$ cat config.mk
export PLATFORM = sky130hd
export DESIGN_NAME = response_pairer
export DESIGN_NICKNAME = d
export VERILOG_FILES = /design/src/verilog/host_pkg.sv /design/src/verilog/response_pairer.sv
export VERILOG_INCLUDE_DIRS = /design/src /design/src/verilog
export SDC_FILE = /design/constraint.sdc
export NUM_CORES = 1
export LEC_CHECK = 0
export BUFFER_PORTS_ARGS = -buffer_cell sky130_fd_sc_hd__buf_4
export CAP_MARGIN = 40
export CORE_AREA = 2 2 600 602
export DETAILED_ROUTE_END_ITERATION = 12
export DIE_AREA = 0 0 602 604
export GPL_TIMING_DRIVEN = 0
export REMOVE_ABC_BUFFERS = 1
export SYNTH_ARGS = -nofsm -noshare
export SYNTH_HDL_FRONTEND = slang
export SYNTH_SLANG_ARGS = --single-unit
$ cat constraint.sdc
create_clock -name CLK_200M -period 10.28 [get_ports CLK_200M]
set_input_delay 1.542 -clock CLK_200M [delete_from_list [all_inputs] [get_ports CLK_200M]]
set_output_delay 1.542 -clock CLK_200M [all_outputs]
set_load 0.02 [all_outputs]
$ cat src/verilog/afu_params.svh
`ifndef AFU_PARAMS_SVH
`define AFU_PARAMS_SVH

// host memory bus
`define CL_ADDR_WIDTH        58
`define CL_WIDTH             512
`define HOST_PTR_WIDTH       64

// batch and engine sizing
`define READ_NUM_WIDTH       9
`define ENGINE_ADDR_WIDTH    32
`define ENGINE_ADDR_SHIFT    4
`define LINES_PER_READ_SHIFT 2
`define REQ_QUEUE_DEPTH_LOG2 2

// handshake line layout
`define FLAG_BIT_EVEN        480
`define FLAG_BIT_ODD         482
`define BATCH_SIZE_LSB       448
`define DONE_FIELD_LSB       480
`define DONE_CODE            16
`define FENCE_BIT            511

`endif

$ cat src/verilog/host_pkg.sv
`include "afu_params.svh"

// ---------------------------------------------------------------------------
// host memory bus types
// ---------------------------------------------------------------------------
package host_pkg;

	// cache-line address, byte offset already dropped
	typedef logic [`CL_ADDR_WIDTH-1:0] cl_addr_t;

	// one full cache line
	typedef logic [`CL_WIDTH-1:0] cl_data_t;

	// pointers as handed over by the host
	typedef logic [`HOST_PTR_WIDTH-1:0] host_ptr_t;

endpackage

$ cat src/verilog/response_pairer.sv
`timescale 1ns/100ps

module response_pairer (
	input  logic               CLK_200M,
	input  logic               reset_n,
	input  logic               rx_rd_valid,
	input  host_pkg::cl_data_t rx_data,
	output logic               pair_ready,
	output host_pkg::cl_data_t line_k,
	output host_pkg::cl_data_t line_l
);

	// 0 while waiting for k, 1 while waiting for l
	logic beat_odd;

	// -------------------------------------------------------------------------
	// beat parity and pair strobe
	// -------------------------------------------------------------------------
	always_ff @(posedge CLK_200M) begin
		if (!reset_n) begin
			beat_odd   <= 1'b0;
			pair_ready <= 1'b0;
		end else begin
			// strobe in the cycle after the l beat
			pair_ready <= rx_rd_valid & beat_odd;
			if (rx_rd_valid) begin
				beat_odd <= ~beat_odd;
			end
		end
	end

	// -------------------------------------------------------------------------
	// line capture
	// -------------------------------------------------------------------------
	always_ff @(posedge CLK_200M) begin
		if (rx_rd_valid && !beat_odd) begin
			line_k <= rx_data;
		end
	end

	// k stays put until the next pair starts arriving
	always_ff @(posedge CLK_200M) begin
		if (rx_rd_valid && beat_odd) begin
			line_l <= rx_data;
		end
	end

endmodule
Yosys cells after proc, flatten, opt, wreduce, memory -nomap -nowiden
Index checks and enable logic that the tools add are counted.
Widths: inputs -> output; s select.
{ "word_totals": {"regBits": 1026, "in_bits": 515, "out_inout_bits": 1025, "wordCells": 9} }
{ "op_classes": {"bitwise": 2, "reduce_logical": 3} }
{ "op_table": {"columns": ["operator", "n"], "rows": [
  ["$logic_and 1x1->1", 2],
  ["$and 1x1->1", 1],
  ["$logic_not 1->1", 1],
  ["$not 1->1", 1]
]} }

Depth between registers and ports, before layout
{ "depth": {"depth_word": 2, "ltp_mapped": 2, "depth_no_buf": 2} }

Worst setup path after synthesis
OpenSTA, ideal clock, no wires.
{ "synth_path": {"kind": "input-to-reg", "from": "input rx_rd_valid", "to": "register line_k[0], enable pin", "setup_ps": 710, "arrival_time_ps": 8920, "required_ps": 9570, "setup_slack_ps": 650, "stages": 1, "path_buffers": 0, "cell_sequence": "nor2b_4"} }
{ "synth_between": {"elab_chain_len": 1} }
{ "synth_lines": {"columns": ["item", "line_no", "source"], "rows": [
  ["start, declared", "response_pairer.sv:6", "input logic rx_rd_valid,"],
  ["$logic_and 1x1->1", "response_pairer.sv:36", "if (rx_rd_valid && !beat_odd) begin"],
  ["end signal, assigned", "response_pairer.sv:37", "line_k <= rx_data;"],
  ["end, declared", "response_pairer.sv:9", "output host_pkg::cl_data_t line_k,"]
]} }
Every way passes these cells.
A chain may end at the register's enable or synchronous reset.

Worst setup path after layout
{ "layout_path": {"from": "input rx_rd_valid", "to": "register line_k[348], enable pin"} }
The elaborated chain is that of the path after synthesis.

==> metrics.cfg <==
[routing]
drtIter0Drc = 2293
drc = 0
ant_nets = 0
vias = 20500
routedWlPerCell_um = 35.0
drt_pass1_iterations = 5
vias_per_cell = 2.69
routed_wl_mm = 268

[power_and_ir_drop]
clkPwrFrac = 0.432
finalPower_mw = 10.5
swShare = 0.258
comb_power_share = 0.101
p_sw_mw = 2.71
seqPwrFrac = 0.467
ir_worst_vdd_v = 0.000142
p_int_mw = 7.80
power_density_mw_per_mm2 = 197
power.leakage_nw = 19.4

[flow_run]
maxCapViolCount = 0

[sta]
tns_ns = 0
timing.final.crit_share = 0.350
fmaxAchievable_mhz = 278
worst_pin_slew_ns = 0.650
rsz0062_at_grt = false
worst_slack_ns = 6.69
maxSlewHeadroom = 0.567
setup_viol = 0
period_minus_slack_ns = 3.59
slew_violations = 0
finalHoldViolations = 0
fin_skew_ns = 0.0945

[synthesis]
netlist_area_mm2 = 0.0308
synthSimpleGateAreaFrac = 0.00114
synth_top_family_by_area = simple AND/OR/NAND/NOR gates
synth.yosys.seq_area_share = 0.999
synthAdderAreaFrac = 0
synth.distinct_cells = 7
netlist_instances = 1031
synth_warnings = 0
synth_compound_area_frac = 0.000243
ys_ff_latch = 1026
synth_area_per_cell_um2 = 29.9
synth-xor-area-share = 0
synthMuxAreaShare = 0

[grt]
grt_pass1_vias = 19100
grt_first_pass_wirelength_mm = 307
antenna_found_initial = 256
grt_max_degree = 71
grt_util_all_layers = 0.141
grt_overflow = 0

[setup_path]
crit_chain = buf_4 > nor2b_4 > buf_12 > buf_12 > buf_12 > buf_12 > buf_12 > buf_12 > buf_12 > buf_12
cpMostUsedCell = buf_12
worstSetupEndpointType = flop
path_delay_family = buffers and inverters
worstPathArrival_ns = 4.18
critical_path_class = input port to flop
reg2regPathDepth = 9
slowest_stage = nor2b_4
critical-path-max-stage-delay_ns = 0.54
crit_cells = 10
crit_fanout = 29
required_ns = 10.87
worst_setup_path_start_kind = input port
crit_buf_inv = 9

[clock_network]
cts_num_sinks = 1026
cts_tree = done
clock-root-buffer = clkbuf_16
htreeDepth = 3
postCtsSetupBuffers = 0
clk_latency_ns = 0.89
cts_buffer_depth = 4
cts.clk_slew.worst_paths_ns = 0.06
cts_made_buffers = 125
postCtsResizedCells = 0
cts_hold_buf = 0

[run_status]
status = finished clean

[placed_design]
port_buffers = 1539
pre_cts_slack_ns = 5.73
hpwlAfterDp_mm = 237
finalWeightedCongestion = 0.940
placed_cell_area_mm2 = 0.0491

[die]
rows = 220
die_w_um = 602
start_util = 0.0862
core_mm2 = 0.358
io_pins = 1540
die_area_mm2 = 0.364
chipHeight_um = 604

[finish]
postLayoutCellArea_mm2 = 0.0533
drive_gt1_frac = 0.624
layout.cells.most_common = buf_4
synthToLayoutAreaGrowth_pct = 72.9
layout_common_cells = buf_4 (1539), edfxtp_1 (1024), clkbuf_16 (126), clkinv_1 (21), clkinv_2 (21)
num-fill-cells = 39400
fin_nets = 3243

[hold_path]
hp-class = flop to flop
whs_path_depth = 1

==> sequential cells by signal, indices dropped and copies added (netlist names) <==
| signal | flops |
|---|---|
| line_l | 512 |
| line_k | 512 |
| pair_ready | 1 |
| beat_odd | 1 |
==> metal layers <==
metal  global-route usage  share of wire
met5                    0         0.0029
met4               0.0491          0.046
met3               0.0927           0.15
met1                0.143           0.33
met2                0.232           0.47
==> power by group through the flow <==
| stage | logic [mW] | registers (mW) | clock network (mW) |
|---|---|---|---|
| floorplan | 0.0659 | 5.28 | 0 |
| global placement | 1.03 | 5.09 | 0 |
| detailed placement | 1.08 | 5.00 | 0 |
| CTS | 1.08 | 4.91 | 4.71 |
| global route | 1.10 | 4.92 | 4.82 |
| finish | 1.06 | 4.91 | 4.54 |
==> kinds of logic (layout without fill, tap and decap cells) <==
| family | Yosys count | count (layout) |
|---|---|---|
| buffers and inverters | 0 | 1799 |
| DFF | 1026 | 1026 |
| AOI/OAI and AO/OA | 1 | 1 |
| other | 0 | 43 |
| and+or+nand+nor | 4 | 4 |
==> layout make-up <==
type / instances / area [um2] / share of cell area
antenna: 43 / 108 / 0.00202
clock buffer: 142 / 3210 / 0.0603
multi-input combinational: 5 / 43.8 / 0.000822
sequential: 1026 / 30800 / 0.578
tap: 4773 / 5970 / 0.112
timing repair buffer: 1570 / 12300 / 0.230
clock inverter: 87 / 908 / 0.0170
==> cell usage after synthesis, drive strengths merged <==
cell / number / share of area
and2: 1 / 0.00024
nor2b: 2 / 0.00065
edfxtp: 1024 / 1.0
o21a: 1 / 0.00024
and3: 1 / 0.00024
dfxtp: 2 / 0.0013
==> per-stage QoR <==
stage	hold slack (ns)	utilization	instances
floorplan	0.542	-	1031
CTS	0.579	0.149	7603
global route	0.596	0.149	7618
finish	0.581	0.149	7646
detailed placement	0.568	0.137	7374
global placement	0.554	0.135	7343
==> path summary, 6_finish.rpt <==
| path | slack (ns) | startpoint | end |
|---|---|---|---|
| max | 6.69 | rx_rd_valid | line_k[348] |
| min | 0.58 | beat_odd | pair_ready |
| max reg2reg | 7.10 | beat_odd | line_k[348] |
| min reg2reg | 0.58 | beat_odd | pair_ready |
No activity file was read; power rests on OpenSTA's default activity.
