`src/verilog/afu_params.svh`:
```
`ifndef AFU_PARAMS_SVH
`define AFU_PARAMS_SVH

// host memory bus
`define CL_ADDR_WIDTH        58
`define CL_WIDTH             512
`define HOST_PTR_WIDTH       64

// batch and engine sizing
`define READ_NUM_WIDTH       9
`define ENGINE_ADDR_WIDTH    32
`define ENGINE_ADDR_SHIFT    4
`define LINES_PER_READ_SHIFT 2
`define REQ_QUEUE_DEPTH_LOG2 2

// handshake line layout
`define FLAG_BIT_EVEN        480
`define FLAG_BIT_ODD         482
`define BATCH_SIZE_LSB       448
`define DONE_FIELD_LSB       480
`define DONE_CODE            16
`define FENCE_BIT            511

`endif

```
`src/verilog/host_pkg.sv`:
```
`include "afu_params.svh"

// ---------------------------------------------------------------------------
// host memory bus types
// ---------------------------------------------------------------------------
package host_pkg;

	// cache-line address, byte offset already dropped
	typedef logic [`CL_ADDR_WIDTH-1:0] cl_addr_t;

	// one full cache line
	typedef logic [`CL_WIDTH-1:0] cl_data_t;

	// pointers as handed over by the host
	typedef logic [`HOST_PTR_WIDTH-1:0] host_ptr_t;

endpackage

```
`src/verilog/host_request_queue.sv`:
```
`timescale 1ns/100ps
`include "afu_params.svh"

module host_request_queue (
	input  logic               CLK_200M,
	input  logic               reset_n,
	input  logic               pair_valid,
	input  host_pkg::cl_addr_t addr_k,
	input  host_pkg::cl_addr_t addr_l,
	input  logic               rd_almostfull,
	input  logic               wr_almostfull,
	output logic               hold,
	output logic               tx_rd_valid,
	output host_pkg::cl_addr_t tx_rd_addr
);

	localparam int depth = 1 << `REQ_QUEUE_DEPTH_LOG2;

	// one extra bit tells full from empty
	typedef logic [`REQ_QUEUE_DEPTH_LOG2:0] qptr_t;

	host_pkg::cl_addr_t k_mem [depth];
	host_pkg::cl_addr_t l_mem [depth];

	qptr_t wr_ptr;
	qptr_t rd_ptr;
	qptr_t count;
	logic  empty;
	logic  full;
	logic  half;
	logic  af_q;

	assign count = wr_ptr - rd_ptr;
	assign empty = (count == '0);
	assign full  = (count == qptr_t'(depth));

	// one slot of slack covers the pair already decided upstream
	assign hold = af_q | (count >= qptr_t'(depth - 1));

	// -------------------------------------------------------------------------
	// push side
	// -------------------------------------------------------------------------
	always_ff @(posedge CLK_200M) begin
		if (!reset_n) begin
			wr_ptr <= '0;
			af_q   <= 1'b0;
		end else begin
			af_q <= rd_almostfull | wr_almostfull;
			if (pair_valid) begin
				wr_ptr <= wr_ptr + 1'b1;
			end
		end
	end

	always_ff @(posedge CLK_200M) begin
		if (pair_valid) begin
			k_mem[wr_ptr[`REQ_QUEUE_DEPTH_LOG2-1:0]] <= addr_k;
			l_mem[wr_ptr[`REQ_QUEUE_DEPTH_LOG2-1:0]] <= addr_l;
		end
	end

	// -------------------------------------------------------------------------
	// read side sends k then l of the head pair
	// -------------------------------------------------------------------------
	always_ff @(posedge CLK_200M) begin
		if (!reset_n) begin
			rd_ptr      <= '0;
			half        <= 1'b0;
			tx_rd_valid <= 1'b0;
		end else begin
			tx_rd_valid <= !empty;
			if (!empty) begin
				half <= ~half;
				// head pair is done once its l read is out
				if (half) begin
					rd_ptr <= rd_ptr + 1'b1;
				end
			end
		end
	end

	always_ff @(posedge CLK_200M) begin
		if (!empty) begin
			tx_rd_addr <= half ? l_mem[rd_ptr[`REQ_QUEUE_DEPTH_LOG2-1:0]]
			                   : k_mem[rd_ptr[`REQ_QUEUE_DEPTH_LOG2-1:0]];
		end
	end

	// upstream respects hold, so the queue never overflows
	assert property (@(posedge CLK_200M) disable iff (!reset_n)
		pair_valid |-> !full);

	// queue never drains with a pair half sent
	assert property (@(posedge CLK_200M) disable iff (!reset_n)
		empty |-> !half);

endmodule

```
`config.mk`:
```
export PLATFORM = sky130hd
export DESIGN_NAME = host_request_queue
export DESIGN_NICKNAME = d
export VERILOG_FILES = /design/src/verilog/host_pkg.sv /design/src/verilog/host_request_queue.sv
export VERILOG_INCLUDE_DIRS = /design/src /design/src/verilog
export SDC_FILE = /design/constraint.sdc
export NUM_CORES = 1
export LEC_CHECK = 0
export BUFFER_PORTS_ARGS = -buffer_cell sky130_fd_sc_hd__buf_2
export CAP_MARGIN = 20
export CELL_PAD_IN_SITES_DETAIL_PLACEMENT = 1
export CELL_PAD_IN_SITES_GLOBAL_PLACEMENT = 1
export CORE_MARGIN = 2
export CORE_UTILIZATION = 45
export CTS_CLUSTER_SIZE = 16
export DETAILED_ROUTE_END_ITERATION = 7
export PLACE_DENSITY_LB_ADDON = 0.1
export SYNTH_ARGS = -nofsm -noshare
export SYNTH_HDL_FRONTEND = slang
export SYNTH_SLANG_ARGS = --single-unit
```
`constraint.sdc`:
```
create_clock -name CLK_200M -period 4.4 [get_ports CLK_200M]
set_clock_uncertainty 0.05 [all_clocks]
set_input_delay 0.88 -clock CLK_200M [delete_from_list [all_inputs] [get_ports CLK_200M]]
set_output_delay 0.88 -clock CLK_200M [all_outputs]
set_load 0.02 [all_outputs]
```
Word level (Yosys, flattened, before mapping)
Memories as Yosys holds them, arrays and structs flattened. A register that Yosys moved wholly into a read port is not among the register bits.
Index checks and enable logic that the tools add are counted.
- mux-type cells: 7
- equality and inequality tests: 0
- order comparisons: 1
- div/mod/pow operators: 0
- shifts and indexed selects: 0
- add/subtract/negate cells: 3
- multiply operators: 0
- reductions and logical operators: 3
- bitwise operators: 4
- operators with widths (operator ; number):
    58-bit two-way mux ; 1
    2-bit two-way mux ; 4
    3-bit by 1-bit adder with 3-bit output (second input constant) ; 2
    3-bit by 2-bit >= comparator with 1-bit output (second input constant) ; 1
    3-bit logical NOT ; 1
    3-bit subtractor ; 1
    1-bit two-way mux ; 2
    1-bit inverter ; 2
    1-bit bitwise OR ; 2
    2-bit AND reduction ; 1
    1-bit logical NOT ; 1
- output and inout bits: 60
- bits in read-only memories: 0
- memories: 2
- register bits: 67
- word-level logic and storage cells: 26
- RAM bits: 464
- bits in latches: 0
- memories (name ; words ; bits a word ; rd ports ; clocked after Yosys merged registers in ; wr ports ; line ; text):
    k_mem ; 4 ; 58 ; 1 ; 1 ; 1 ; host_request_queue.sv:22 ; host_pkg::cl_addr_t k_mem [depth];
    l_mem ; 4 ; 58 ; 1 ; 1 ; 1 ; host_request_queue.sv:23 ; host_pkg::cl_addr_t l_mem [depth];

Longest topological paths before layout
- depth in word-level cells: 6
- mapped depth: 7

Least setup slack after synthesis
Ideal clock, no wire load.
- kind: input to register
- start: input port pair_valid
- end: memory k_mem[3][0] (netlist bit), enable pin
- arrival time: 3.576 ns
- required time: 3.860 ns
- stages on the path: 1
- slack: 0.284 ns
- path through: and2_1
- longest elaborated chain between the ends: 2
- RTL lines (what ; line ; text):
    start: declaration ; host_request_queue.sv:7 ; input logic pair_valid,
    1-bit two-way mux ; host_request_queue.sv:56 ; if (pair_valid) begin
    1-bit two-way mux ; host_request_queue.sv:57 ; k_mem[wr_ptr[`REQ_QUEUE_DEPTH_LOG2-1:0]] <= addr_k;
    end: declaration ; host_request_queue.sv:22 ;
Every way passes these cells.

Worst setup path after layout
- start: register wr_ptr[0]
- end: output port hold
- longest elaborated chain between the ends: 3
- RTL lines (what ; line ; text):
    start: declaration ; host_request_queue.sv:25 ; qptr_t wr_ptr;
    start signal: assignment ; host_request_queue.sv:50 ; wr_ptr <= wr_ptr + 1'b1;
    3-bit subtractor ; host_request_queue.sv:33 ; assign count = wr_ptr - rd_ptr;
    3-bit by 2-bit >= comparator with 1-bit output ; host_request_queue.sv:38 ; assign hold = af_q | (count >= qptr_t'(depth - 1));
    1-bit bitwise OR ; host_request_queue.sv:38 ;
    end: declaration ; host_request_queue.sv:12 ; output logic hold,
Every way passes these cells.

==> flow_summary_export.csv <==
group,metric,value,unit
global_routing,gr-total-overflow,0,
detailed_routing,drt-total-wl,41600,µm
die,ios,181,
cells_and_area,fin_util,53.5,%
logic_synthesis,synth.net_count,1036,
clocking,htreeDepth,2,
global_routing,grt_pass1_wl,62500,µm
power,power.density,594,nW/µm²
critical_path,cp.arrival,2.33,ns
detailed_routing,drc_errors,0,
critical_path,required,3.47,ns
clocking,cts.sinks,533,
power,p_leak,7.84,nW
detailed_routing,vias_per_cell,5.25,
timing,hold_violations,0,
logic_synthesis,synth-edff-count,522,
detailed_routing,postRouteAntennaNets,0,
power,ir_drop,0.416,mV
run_status,outcome,"finished, final reports clean",
global_routing,antenna_found_initial,14,
clocking,cts_resized,0,
timing,slew_headroom,37.2,%
clocking,worstSkewPairLatency,0.61,ns
critical_path,worstSetupPathType,"reg2out",
die,chipWidth,213,µm
die,dieArea,45500,µm²
critical_path,start_kind,"flop",
logic_synthesis,synth_cells,908,
clocking,cts_root_buf,"clkbuf_16",
global_routing,grt_max_degree,62,
detailed_routing,num_vias,9220,
clocking,hold_buffers,0,
die,die_h,213,µm
detailed_routing,wl_per_cell,23.7,µm
logic_synthesis,netlist_area,19700,µm²
die,initial_utilization,45.7,%
timing,final_max_slew_viol_count,0,
logic_synthesis,avgSynthCellArea,21.7,µm²
timing,rsz0062_at_grt,"no",
place,port_buffers,180,
critical_path,end_kind,"output port",
logic_synthesis,ys_ff_latch,533,
cells_and_area,area_growth,17.0,%
place,dp_hpwl,24400,µm
logic_synthesis,synth_seq_area_share,80.6,%
timing,min_period_over_period,74.0,%
cells_and_area,final_layout_size_suffix_gt1_share,33.8,%
timing,setup_tns,0,ns
global_routing,grt_pass1_vias,10092,
flow_run,maxCapViolCount,0,
logic_synthesis,ys.flop_type,"edfxtp_1",
timing,setup-violations-final,0,
detailed_routing,drt_iter0_markers,610,
critical_path,critPathMaxFanout,5,
logic_synthesis,ys_top_cells_by_area,"edfxtp_1 (79%), mux4_2 (13%), nand2_1 (3.4%)",
clocking,clk_pin_slew_worst_paths,0.06,ns
logic_synthesis,synth_warnings,0,
logic_synthesis,yosysTopAreaCellShare,79.5,%
timing,post-route-min-period,3.26,ns
hold_path,min_path_type,"in2reg",
die,row_count,76,
cells_and_area,num-fill-cells,3880,
logic_synthesis,async_reset_ff_share,0,%
die,core_area,43200,µm²
clocking,numCtsBuffers,55,
global_routing,grt_util_all_layers,19.0,%
detailed_routing,drt_pass1_iterations,4,
place,gp_congestion,0.697,
timing,timing.fmax,307,MHz
logic_synthesis,yosysUniqueCellTypes,27,
timing,worst_pin_slew,0.942,ns
clocking,cts_tree,"yes",
logic_synthesis,yosysTopAreaCell,"edfxtp_1",
clocking,cts_buffer_depth,3,
clocking,post_cts_buffers,0,
cells_and_area,nNetsFinal,1253,
[logic make-up (layout without fill, tap and decap cells)]
family	count (synthesis)	count (layout)	share of synthesized area, %
fa+ha+maj	7	7	0.482
buf+inv	47	307	1.21
compound gates	6	6	0.222
mux	120	120	13.4
flops	533	533	80.6
xor+xnor	3	3	0.203
other cells	0	2	0
simple gates	192	192	3.85
[cells in the mapped netlist (2+ instances only)]
| cell type | n |
|---|---|
| mux4_2 | 116 |
| inv_1 | 6 |
| nor2b_1 | 2 |
| ha_1 | 6 |
| mux2i_1 | 4 |
| edfxtp_1 | 522 |
| o21a_1 | 2 |
| clkbuf_1 | 19 |
| dfxtp_1 | 11 |
| buf_2 | 13 |
| buf_6 | 6 |
| buf_1 | 2 |
| o211ai_1 | 2 |
| nand2_1 | 178 |
| nand2b_1 | 2 |
| and2_1 | 6 |
[state kept, by name (all words and copies together) (netlist names), named ones only]
name,flops
af_q,1
half,1
k_mem,232
l_mem,232
rd_ptr,3
tx_rd_addr,58
tx_rd_valid,1
wr_ptr,3
[final timing paths]
check / startpoint / end / slack, ns / cells past startpoint
min reg2reg: rd_ptr[1] / flop / 0.46 / 2
min: rd_almostfull / af_q / 0.42 / 2
max: wr_ptr[0] / hold / 1.14 / 7
max reg2reg: wr_ptr[0] / tx_rd_addr[14] / 1.96 / 7
[cells in the final DEF, fill, tap and decap left out, types with 2 or more instances in the layout]
master     count
clkbuf_1      14
clkbuf_16     56
dfxtp_1        8
o211ai_1       2
nand2_1      178
edfxtp_1     522
nor2b_1        2
buf_4         11
buf_2        180
and2_1         2
dfxtp_4        3
buf_12         8
o21a_1         2
mux4_2       116
mux2i_1        4
and2_4         4
clkinv_1      16
diode_2        2
inv_1          6
nand2b_1       2
ha_1           6
clkinv_2       9
[layout make-up]
type | count | area, µm² | area share, %
multi-input combinational | 328 | 3600 | 15.6
sequential | 533 | 15900 | 68.9
inverter | 7 | 26.3 | 0.114
antenna | 2 | 5.00 | 0.0217
timing repair buffer | 200 | 1170 | 5.07
clock inverter | 30 | 179 | 0.775
clock buffer | 70 | 1450 | 6.30
tap | 585 | 732 | 3.17
[report_power, final]
part	switching [mW]	internal [mW]
Sequential	0.282	6.33
Combinational	1.72	1.13
Clock	1.86	2.38
[routing by layer]
| layer | part of all wire, % | GRT usage, % |
|---|---|---|
| met5 | 0.29 | 0 |
| met4 | 2.0 | 5.82 |
| met3 | 6.5 | 5.04 |
| met2 | 51 | 31.8 |
| met1 | 41 | 24.5 |
[stage by stage]
stage | power [mW] | cell area (µm²) | hold slack, ns | setup slack, ns | instances
after CTS | 13.9 | 23000 | 0.390 | 1.09 | 1752
after global placement | 9.60 | 21400 | 0.445 | 1.69 | 1652
after global routing | 14.3 | 23100 | 0.417 | 0.980 | 1753
final | 13.7 | 23100 | 0.425 | 1.14 | 1755
after detailed placement | 9.64 | 21400 | 0.452 | 1.63 | 1652
after floorplan | 8.57 | 19700 | 0.417 | 0.284 | 908
[worst max-delay path, stage by stage, from the launching register on]
cell     delay (ns)
dfxtp_1        0.35
inv_1          0.12
ha_1           0.16
inv_1          0.05
fa_1           0.37
xnor3_1        0.26
a211o_1        0.26
buf_2          0.16
Power figures use the tool's default switching activity.
